$ cat config.mk
export PLATFORM = sky130hd
export DESIGN_NAME = ym_timer_top
export DESIGN_NICKNAME = d
export VERILOG_FILES = /design/src/hw/ym_reg_pkg.sv /design/src/hw/ym_timer_pkg.sv /design/src/hw/ym_cpu_port.sv /design/src/hw/ym_timer_base.sv /design/src/hw/ym_timer_counter.sv /design/src/hw/ym_status_irq.sv /design/src/hw/ym_timer_top.sv
export VERILOG_INCLUDE_DIRS = /design/src /design/src/include
export SDC_FILE = /design/constraint.sdc
export NUM_CORES = 1
export LEC_CHECK = 0
export BUFFER_PORTS_ARGS = -buffer_cell sky130_fd_sc_hd__clkbuf_2
export CAP_MARGIN = 20
export CORE_AREA = 8 8 119 121
export DETAILED_ROUTE_END_ITERATION = 16
export DIE_AREA = 0 0 127 129
export PLACE_DENSITY = 0.47
export REMOVE_ABC_BUFFERS = 1
export SLEW_MARGIN = 15
export SYNTH_ARGS = -nofsm -noshare
export SYNTH_HDL_FRONTEND = slang
export SYNTH_SLANG_ARGS = --single-unit
$ cat constraint.sdc
create_clock -name clk -period 2.8 [get_ports clk]
set_input_delay 0.14 -clock clk [delete_from_list [all_inputs] [get_ports clk]]
set_output_delay 0.14 -clock clk [all_outputs]
set_load 0.02 [all_outputs]
$ cat src/include/ym_macros.svh
// Timer block register map and timing constants
`ifndef YM_MACROS_SVH
`define YM_MACROS_SVH

// Register numbers on the data port
`define YM_REG_TIMER_A_HI 8'h24 // Timer A bits 9..2
`define YM_REG_TIMER_A_LO 8'h25 // Timer A bits 1..0
`define YM_REG_TIMER_B    8'h26
`define YM_REG_TIMER_CTL  8'h27 // Load, irq enable and flag reset bits

// cen cycles per timer A tick
`define YM_PRESCALE 8

// Timer A ticks per timer B tick
`define YM_TIMER_B_DIV 16

// cen cycles with busy high after a data write
`define YM_BUSY_CYCLES 32

`endif

$ cat src/hw/ym_reg_pkg.sv
// Bus and register map types
package ym_reg_pkg;

    // Bus address, bit 0 picks register number or data port
    typedef logic [1:0] bus_addr_t;

    // Write data and status byte
    typedef logic [7:0] bus_data_t;

    // Register number latched by an address write
    typedef logic [7:0] reg_num_t;

endpackage

$ cat src/hw/ym_timer_pkg.sv
// Timer value and busy FSM types
package ym_timer_pkg;

    typedef logic [9:0] timer_a_t; // Timer A reload value
    typedef logic [7:0] timer_b_t; // Timer B reload value

    // Busy generation after data writes
    typedef enum logic [0:0] {
        BUSY_IDLE,
        BUSY_COUNT
    } busy_state_t;

endpackage

$ cat src/hw/ym_cpu_port.sv
// CPU bus write port
`timescale 1ns/1ps
`include "ym_macros.svh"

module ym_cpu_port (
    input  logic                   clk,
    input  logic                   rst_n,
    input  logic                   cen,
    input  ym_reg_pkg::bus_data_t  din,
    input  ym_reg_pkg::bus_addr_t  addr,
    input  logic                   cs_n,
    input  logic                   wr_n,
    output ym_timer_pkg::timer_a_t value_a,
    output ym_timer_pkg::timer_b_t value_b,
    output logic                   load_a,
    output logic                   load_b,
    output logic                   irq_en_a,
    output logic                   irq_en_b,
    output logic                   clr_flag_a,
    output logic                   clr_flag_b,
    output logic                   busy
);

    localparam int BUSY_W = $clog2(`YM_BUSY_CYCLES);

    ym_reg_pkg::reg_num_t     reg_num;
    ym_timer_pkg::busy_state_t busy_state;
    logic [BUSY_W-1:0]        busy_cnt;
    logic                     write;
    logic                     addr_wr;
    logic                     data_wr;
    logic                     ctl_wr;

    assign write   = !cs_n && !wr_n;
    assign addr_wr = write && !addr[0];
    assign data_wr = write && addr[0];
    assign ctl_wr  = data_wr && (reg_num == `YM_REG_TIMER_CTL);

    // Register number latch
    always_ff @(posedge clk or negedge rst_n) begin
        if (!rst_n) begin
            reg_num <= '0;
        end else if (addr_wr) begin
            reg_num <= din;
        end
    end

    // Timer values and control levels
    always_ff @(posedge clk or negedge rst_n) begin
        if (!rst_n) begin
            value_a  <= '0;
            value_b  <= '0;
            load_a   <= 1'b0;
            load_b   <= 1'b0;
            irq_en_a <= 1'b0;
            irq_en_b <= 1'b0;
        end else if (data_wr) begin
            case (reg_num)
                `YM_REG_TIMER_A_HI: value_a[9:2] <= din;
                `YM_REG_TIMER_A_LO: value_a[1:0] <= din[1:0];
                `YM_REG_TIMER_B:    value_b      <= din;
                `YM_REG_TIMER_CTL: begin
                    load_a   <= din[0];
                    load_b   <= din[1];
                    irq_en_a <= din[2];
                    irq_en_b <= din[3];
                end
                default: ; // Unknown registers are ignored
            endcase
        end
    end

    // Flag reset strobes, single cycle
    always_ff @(posedge clk or negedge rst_n) begin
        if (!rst_n) begin
            clr_flag_a <= 1'b0;
            clr_flag_b <= 1'b0;
        end else begin
            clr_flag_a <= ctl_wr && din[4];
            clr_flag_b <= ctl_wr && din[5];
        end
    end

    // Busy FSM, restarts on every data write
    always_ff @(posedge clk or negedge rst_n) begin
        if (!rst_n) begin
            busy_state <= ym_timer_pkg::BUSY_IDLE;
            busy_cnt   <= '0;
        end else if (data_wr) begin
            busy_state <= ym_timer_pkg::BUSY_COUNT;
            busy_cnt   <= '0;
        end else if (busy_state == ym_timer_pkg::BUSY_COUNT && cen) begin
            if (busy_cnt == BUSY_W'(`YM_BUSY_CYCLES - 1)) begin
                busy_state <= ym_timer_pkg::BUSY_IDLE; // Last counted cycle
            end
            busy_cnt <= busy_cnt + 1'b1;
        end
    end

    assign busy = (busy_state == ym_timer_pkg::BUSY_COUNT);

endmodule

$ cat src/hw/ym_timer_base.sv
// Timer tick prescaler
`timescale 1ns/1ps
`include "ym_macros.svh"

module ym_timer_base (
    input  logic clk,
    input  logic rst_n,
    input  logic cen,
    output logic tick_a,
    output logic tick_b
);

    localparam int PRE_W = $clog2(`YM_PRESCALE);
    localparam int SUB_W = $clog2(`YM_TIMER_B_DIV);

    logic [PRE_W-1:0] pre_cnt;
    logic [SUB_W-1:0] sub_cnt; // Counts tick_a for timer B

    always_ff @(posedge clk or negedge rst_n) begin
        if (!rst_n) begin
            pre_cnt <= '0;
            sub_cnt <= '0;
            tick_a  <= 1'b0;
            tick_b  <= 1'b0;
        end else begin
            tick_a <= 1'b0;
            tick_b <= 1'b0;
            if (cen) begin
                if (pre_cnt == PRE_W'(`YM_PRESCALE - 1)) begin
                    pre_cnt <= '0;
                    tick_a  <= 1'b1;
                    if (sub_cnt == SUB_W'(`YM_TIMER_B_DIV - 1)) begin
                        sub_cnt <= '0;
                        tick_b  <= 1'b1; // Sixteen times slower than A
                    end else begin
                        sub_cnt <= sub_cnt + 1'b1;
                    end
                end else begin
                    pre_cnt <= pre_cnt + 1'b1;
                end
            end
        end
    end

endmodule

$ cat src/hw/ym_timer_counter.sv
// Reloading timer counter
`timescale 1ns/1ps

module ym_timer_counter #(
    parameter int width = 10
) (
    input  logic             clk,
    input  logic             rst_n,
    input  logic             tick,
    input  logic             load,
    input  logic [width-1:0] value,
    output logic             overflow
);

    logic [width-1:0] count;
    logic             full;

    assign full = &count;

    // Counts up from value, overflow at full scale
    always_ff @(posedge clk or negedge rst_n) begin
        if (!rst_n) begin
            count    <= '0;
            overflow <= 1'b0;
        end else begin
            overflow <= 1'b0;
            if (!load) begin
                count <= value; // Stopped, tracks the register
            end else if (tick) begin
                if (full) begin
                    count    <= value;
                    overflow <= 1'b1;
                end else begin
                    count <= count + 1'b1;
                end
            end
        end
    end

endmodule

$ cat src/hw/ym_status_irq.sv
// Timer flags, status byte and interrupt
`timescale 1ns/1ps

module ym_status_irq (
    input  logic                  clk,
    input  logic                  rst_n,
    input  logic                  overflow_a,
    input  logic                  overflow_b,
    input  logic                  irq_en_a,
    input  logic                  irq_en_b,
    input  logic                  clr_flag_a,
    input  logic                  clr_flag_b,
    input  logic                  busy,
    output ym_reg_pkg::bus_data_t dout,
    output logic                  irq_n
);

    logic flag_a;
    logic flag_b;

    // Clear has priority over a new overflow
    always_ff @(posedge clk or negedge rst_n) begin
        if (!rst_n) begin
            flag_a <= 1'b0;
        end else if (clr_flag_a) begin
            flag_a <= 1'b0;
        end else if (overflow_a && irq_en_a) begin
            flag_a <= 1'b1;
        end
    end

    always_ff @(posedge clk or negedge rst_n) begin
        if (!rst_n) begin
            flag_b <= 1'b0;
        end else if (clr_flag_b) begin
            flag_b <= 1'b0;
        end else if (overflow_b && irq_en_b) begin
            flag_b <= 1'b1;
        end
    end

    // Status byte and irq_n move on the same edge
    always_ff @(posedge clk or negedge rst_n) begin
        if (!rst_n) begin
            dout  <= '0;
            irq_n <= 1'b1;
        end else begin
            dout  <= {busy, 5'd0, flag_b, flag_a};
            irq_n <= !(flag_a || flag_b); // Active low
        end
    end

endmodule

$ cat src/hw/ym_timer_top.sv
// FM chip timer block top
`timescale 1ns/1ps

module ym_timer_top (
    input  logic                  clk,
    input  logic                  rst_n,
    input  logic                  cen,
    input  ym_reg_pkg::bus_data_t din,
    input  ym_reg_pkg::bus_addr_t addr,
    input  logic                  cs_n,
    input  logic                  wr_n,
    output ym_reg_pkg::bus_data_t dout,
    output logic                  irq_n
);

    ym_timer_pkg::timer_a_t value_a;
    ym_timer_pkg::timer_b_t value_b;
    logic                   load_a;
    logic                   load_b;
    logic                   irq_en_a;
    logic                   irq_en_b;
    logic                   clr_flag_a;
    logic                   clr_flag_b;
    logic                   busy;
    logic                   tick_a;
    logic                   tick_b;
    logic                   overflow_a;
    logic                   overflow_b;

    ym_cpu_port u_cpu_port (
        .clk        (clk),
        .rst_n      (rst_n),
        .cen        (cen),
        .din        (din),
        .addr       (addr),
        .cs_n       (cs_n),
        .wr_n       (wr_n),
        .value_a    (value_a),
        .value_b    (value_b),
        .load_a     (load_a),
        .load_b     (load_b),
        .irq_en_a   (irq_en_a),
        .irq_en_b   (irq_en_b),
        .clr_flag_a (clr_flag_a),
        .clr_flag_b (clr_flag_b),
        .busy       (busy)
    );

    ym_timer_base u_timer_base (
        .clk    (clk),
        .rst_n  (rst_n),
        .cen    (cen),
        .tick_a (tick_a),
        .tick_b (tick_b)
    );

    ym_timer_counter #(.width(10)) u_timer_a (
        .clk      (clk),
        .rst_n    (rst_n),
        .tick     (tick_a),
        .load     (load_a),
        .value    (value_a),
        .overflow (overflow_a)
    );

    ym_timer_counter #(.width(8)) u_timer_b (
        .clk      (clk),
        .rst_n    (rst_n),
        .tick     (tick_b),
        .load     (load_b),
        .value    (value_b),
        .overflow (overflow_b)
    );

    // Each enable gates its own timer flag
    ym_status_irq u_status_irq (
        .clk        (clk),
        .rst_n      (rst_n),
        .overflow_a (overflow_a),
        .overflow_b (overflow_b),
        .irq_en_a   (irq_en_a),
        .irq_en_b   (irq_en_b),
        .clr_flag_a (clr_flag_a),
        .clr_flag_b (clr_flag_b),
        .busy       (busy),
        .dout       (dout),
        .irq_n      (irq_n)
    );

endmodule

# After elaboration in Yosys (flattened, before gate mapping)
# Index checks and enable logic that the tools add are counted.
[word_totals] regBits=73 latch_bits=0 ram_bits=0 romBits=0 in_bits=15 word_cells=92 memories=0
[op_classes] addsub=5 n_mul=0 div_mod_pow=0 n_lt_le_gt_ge=0 eq_ne=9 shift=0 muxes=28 n_bitwise=0 reduce_logical=26
[ops] cell="equality test 8 x 6 -> 1 bit (second input constant)" n=4
[ops] cell="two-way mux 10 bit" n=3
[ops] cell="two-way mux 8 bit" n=3
[ops] cell="two-way mux 1 bit" n=18
[ops] cell="AND reduction 2 bit" n=6
[ops] cell="adder 10 x 1 -> 10 bit (second input constant)" n=1
[ops] cell="two-way mux 5 bit" n=2
[ops] cell="AND reduction 10 bit" n=1
[ops] cell="logical AND 1 bit" n=9
[ops] cell="adder 8 x 1 -> 8 bit (second input constant)" n=1
[ops] cell="AND reduction 8 bit" n=1
[ops] cell="nonzero test 2 bit" n=4
[ops] cell="adder 5 x 1 -> 5 bit (second input constant)" n=1
[ops] cell="equality test 5 bit (second input constant)" n=1
[ops] cell="adder 4 x 1 -> 4 bit (second input constant)" n=1
[ops] cell="equality test 4 bit (second input constant)" n=1
[ops] cell="logical NOT 1 bit" n=4
[ops] cell="two-way mux 4 bit" n=1
[ops] cell="!= test 2 x 1 -> 1 bit (second input constant)" n=2
[ops] cell="adder 3 x 1 -> 3 bit (second input constant)" n=1
[ops] cell="equality test 3 bit (second input constant)" n=1
[ops] cell="two-way mux 3 bit" n=1
[ops] cell="logical OR 1 bit" n=1

# Logic depth before layout (Yosys ltp)
[logic_depth] depth_word=5 depth_mapped=7 ltp_nobuf=7

# Cells and area by module
# Synthesis repeated with hierarchy kept, for this count alone.
[hier_totals] cells_unflattened=296 area_unflattened_um2=3444.6
[by_module_without_submodules] mod="ym_cpu_port" n_inst=1 cells_each=107 area_each_um2=1559.0 seq_area_each_um2=950.9
[by_module_without_submodules] mod="ym_timer_counter at u_timer_a" n_inst=1 cells_each=75 area_each_um2=684.4 seq_area_each_um2=275.3
[by_module_without_submodules] mod="ym_timer_counter at u_timer_b" n_inst=1 cells_each=64 area_each_um2=588.1 seq_area_each_um2=225.2
[by_module_without_submodules] mod="ym_timer_base" n_inst=1 cells_each=33 area_each_um2=399.1 seq_area_each_um2=225.2
[by_module_without_submodules] mod="ym_status_irq" n_inst=1 cells_each=17 area_each_um2=214.0 seq_area_each_um2=151.4

# Worst setup path after synthesis
# No wires, ideal clock.
[synth_timing] path_kind="flip-flop to flip-flop" start="register u_cpu_port.reg_num[4]" end="register u_cpu_port.value_a[2]" setup_time_ns=0.125 t_arrival_ns=1.555 required_ns=2.675 path_slack_ns=1.120 stages_incl_launch_ff=5 n_path_buf=0 synth_period_minus_slack_ns=1.680 path_cell_list="dfrtp_1 > nor4b_1 > nand4b_2 > nor3_4 > mux2_2"
[synth_between] elab_chain_cells=2
[synth_lines] item="start, declared" line_no="ym_cpu_port.sv:26" source="ym_reg_pkg::reg_num_t reg_num;"
[synth_lines] item="start signal, assigned" line_no="ym_cpu_port.sv:44" source="reg_num <= din;"
[synth_lines] item="equality test 8 x 6 -> 1 bit" line_no="ym_cpu_port.sv:58" source="case (reg_num)"
[synth_lines] item="AND reduction 2 bit (no line)"
[synth_lines] item="end signal, assigned" line_no="ym_cpu_port.sv:59" source="`YM_REG_TIMER_A_HI: value_a[9:2] <= din;"
[synth_lines] item="end, declared" line_no="ym_cpu_port.sv:13" source="output ym_timer_pkg::timer_a_t value_a,"
# Every way passes these cells.
# A chain may end at the register's enable or synchronous reset.

# Worst setup path after layout
[layout_timing] start="register u_cpu_port.reg_num[4]" end="register u_cpu_port.value_a[1]"
# Same word-level chain as after synthesis.

==> run_results.csv <==
group,metric,value,unit
placement,post-place-cells,459,
timing,max_freq,515,MHz
global_routing,globalRouteOverflowTotal,0,
setup_path,path_class,"reg -> reg",
cells_and_area,layout-area-overhead-vs-synth,15.3,%
drt,wl_per_cell,14.3,um
drt,ant_nets,0,
yosys,synth_edf_count,0,
clock_network,htree_levels,3,
worst_hold_path,min_from,"din[5]",
floorplan,core_area,12300,um2
yosys,seq_area_frac_synth,54.4,%
yosys,syn-cell-area,3360,um2
setup_path,r2r_end,"u_cpu_port.value_a[1]$_DFFE_PN0P_",
yosys,yosysUniqueCellTypes,46,
timing,finalSetupViolCount,0,
power,cellPowerDensity,697,nW/um2
status,status,"complete, no violations",
yosys,ys_ff_latch,73,
drt,drc,0,
setup_path,cp-start-kind,"register",
global_routing,grt_pass1_vias,2351,
floorplan,die_area,16400,um2
timing,finalCritPeriodShare,69.3,%
setup_path,cp_slowest_cell,"nor4b_1",
setup_path,cp_max_fo,4,
drt,totalWireLength,6790,um
yosys,async_reset_ff_share,100,%
setup_path,rr_worst_depth,4,
timing,report.final.hold_viol_count,0,
global_routing,antenna_found_initial,0,
yosys,synth_flop_cell,"dfrtp_1",
global_routing,track_usage,9.01,%
clock_network,clkLatencyLatePin,0.33,ns
cells_and_area,final_cells,475,
setup_path,cp-endpoint,"u_cpu_port.value_a[1]$_DFFE_PN0P_",
setup_path,critPathLaunch,"u_cpu_port.reg_num[4]$_DFFE_PN0P_",
timing,min_period,1.94,ns
floorplan,start_util,27.3,%
setup_path,r2r_slack,0.86,ns
drt,drt_pre_antenna_iters,4,
timing,drv_slew,0,
timing,rsz0062_at_grt,"no",
cells_and_area,diodes,0,
clock_network,cts_buffers,9,
drt,drt_iter0_drc,141,
setup_path,critPathArrivalTime,2.15,ns
drt,vias,2319,
drt,vias_per_cell,4.88,
clock_network,root_buffer,"clkbuf_16",
timing,setup-tns-final,0,ns
setup_path,path_cells,"nor4b_1, nand4b_2, nor3b_1, mux2_2",
power,peakVddDrop,0.000276,V
timing,relSlewSlack,38.4,%
clock_network,ctsResizeCount,0,
cells_and_area,nNetsFinal,343,
yosys,netlist.area_leader.share,53.6,%
placement,routabilityCongestion,0.788,
clock_network,cts_sinks,73,
setup_path,rr_startpoint,"u_cpu_port.reg_num[4]$_DFFE_PN0P_",
cells_and_area,post-route-util,31.5,%
yosys,yosysWarningCount,0,
timing,worstMarginPinSlew,0.924,ns
floorplan,die_h,129,um
clock_network,cts_tree,"yes",
placement,dp_hpwl,4700,um
yosys,synth_area_leaders,"dfrtp_1 (54%), mux2_2 (11%), ha_1 (2.6%)",
floorplan,dieWidth,127,um
yosys,synth_area_leader_cell,"dfrtp_1",
placement,io_buffers,17,
setup_path,endpoint_kind,"register",
setup_path,required,3.01,ns
yosys,synth_cells,300,
timing,timing.hold.ws,0.0745,ns
clock_network,clock_path_buffers,2,
yosys,syn_avg_cell_area,11.2,um2
cells_and_area,drive_above_1_share,22.5,%
clock_network,clk_pin_slew,0.06,ns
floorplan,fp-row-count,41,
flow_run,cap_violations,0,
global_routing,grt_max_degree,74,
worst_hold_path,min-delay-path-class,"in -> reg",
global_routing,grt_pass1_wl,11700,um
setup_path,slowest_delay,0.42,ns
floorplan,io_pins,24,
timing,fin_worst_skew,0.00429,ns
power,power.leakage,1.78,nW
==> routing by layer <==
metal / global-route usage (%) / vias up / part of all wire, % / wire [um]
li1: - / 1119 / - / -
met1: 11.6 / 1154 / 50 / 3360
met2: 13.5 / 37 / 44 / 2990
met3: 3.10 / 9 / 5.0 / 340
met4: 3.99 / 0 / 1.4 / 95
met5: 0 / - / 0 / 0
==> cells in the mapped netlist (3+ instances only) <==
library cell / number
a21oi_1: 15
a31o_2: 3
a31oi_1: 5
and3_1: 8
buf_4: 5
clkbuf_1: 7
dfrtp_1: 72
ha_1: 7
inv_1: 13
mux2_2: 33
nand2_1: 22
nand3_1: 13
nand3b_1: 3
nand4_1: 5
nor2_1: 21
nor3_1: 5
o21a_1: 3
o21ai_0: 17
o22ai_1: 6
xor2_1: 5
==> stage by stage <==
step                      worst slack [ns]  cell area [um2]  power, W
after global placement               0.866             3590   0.00162
after floorplan                       1.12             3310   0.00152
after detailed placement             0.832             3590   0.00163
final                                0.860             3870   0.00270
after CTS                            0.830             3870   0.00275
after global routing                 0.667             3870   0.00287
==> placed cells by master, fill, tap and decap left out, types with 2 or more instances in the layout <==
master     count
o21ai_0       17
nand2_1       22
mux2i_1        2
nand4_1        5
a21oi_1       15
clkbuf_2      16
nand3b_1       3
a31o_2         3
conb_1         5
xor2_1         5
o21a_1         3
nand3_1       13
o22ai_1        6
ha_1           7
dfrtp_1       72
clkbuf_16      9
xnor2_1        2
clkbuf_1       2
o221ai_1       2
nor2_1        21
nor3_1         5
nand2b_1       2
a32o_1         2
and4_1         2
and3_1         8
inv_1         13
clkinv_2       3
mux2_2        33
a31oi_1        5
==> where the power goes <==
part	switching (W)	leakage (nW)	internal, W
logic	0.000141	0.680	0.000154
registers	0.000126	0.961	0.00119
clock network	0.000415	0.139	0.000680
==> cell type report <==
type / count / area [um2]
Clock buffer: 11 / 233
Timing Repair Buffer: 18 / 97.6
Tap cell: 150 / 188
Sequential cell: 73 / 1830
Fill cell: 1257 / 8440
Inverter: 14 / 52.6
Multi-Input combinational cell: 205 / 1430
Clock inverter: 4 / 45.0
==> logic make-up after synthesis <==
kind of cell / share of synthesized area (%)
simple gates: 14.5
flops: 54.4
compound gates: 11.5
mux: 11.7
buf+inv: 3.46
fa+ha+maj: 2.61
xor+xnor: 1.82
other cells: 0.112
==> worst max-delay path, delay by kind of cell, from the launching register on <==
family	cells	cell delay (ns)
DFF	1	0.38
muxes	1	0.38
and+or+nand+nor	3	1.06
==> sequential cells by signal, indices dropped and copies added, names as in the netlist <==
name / count
u_status_irq.irq_n: 1
u_cpu_port.value_b: 8
u_timer_base.sub_cnt: 4
u_cpu_port.load_a: 1
u_timer_base.pre_cnt: 3
u_timer_b.count: 8
u_timer_a.count: 10
u_cpu_port.clr_flag_a: 1
u_status_irq.flag_a: 1
u_cpu_port.irq_en_b: 1
u_status_irq.dout: 3
u_cpu_port.irq_en_a: 1
u_timer_base.tick_a: 1
u_timer_a.overflow: 1
u_status_irq.flag_b: 1
u_timer_base.tick_b: 1
u_cpu_port.clr_flag_b: 1
u_cpu_port.value_a: 10
u_timer_b.overflow: 1
u_cpu_port.busy_cnt: 5
u_cpu_port.reg_num: 8
u_cpu_port.load_b: 1
u_cpu_port.busy: 1
==> what timing repair did <==
action / in CTS / in global routing
endpoints found under the hold margin: 4 / 0
hold buffers: 1 / 0
buffers inserted: 0 / 0
==> worst min path at each step <==
| stage | endpoint | cells after the start | slack (ns) |
|---|---|---|---|
| detailed placement | u_timer_a.count[7]$_DFFE_PN0P_ | 1 | 0.36 |
| finish | u_cpu_port.clr_flag_b$_DFF_PN0_ | 3 | 0.07 |
| global placement | u_timer_a.count[6]$_DFFE_PN0P_ | 1 | 0.36 |
| floorplan | u_cpu_port.busy$_DFFE_PN0P_ | 0 | -0.16 |
| global route | u_cpu_port.clr_flag_b$_DFF_PN0_ | 3 | 0.07 |
| CTS | u_cpu_port.clr_flag_b$_DFF_PN0_ | 3 | 0.06 |
Note: power is estimated with default switching activity, not from simulation.
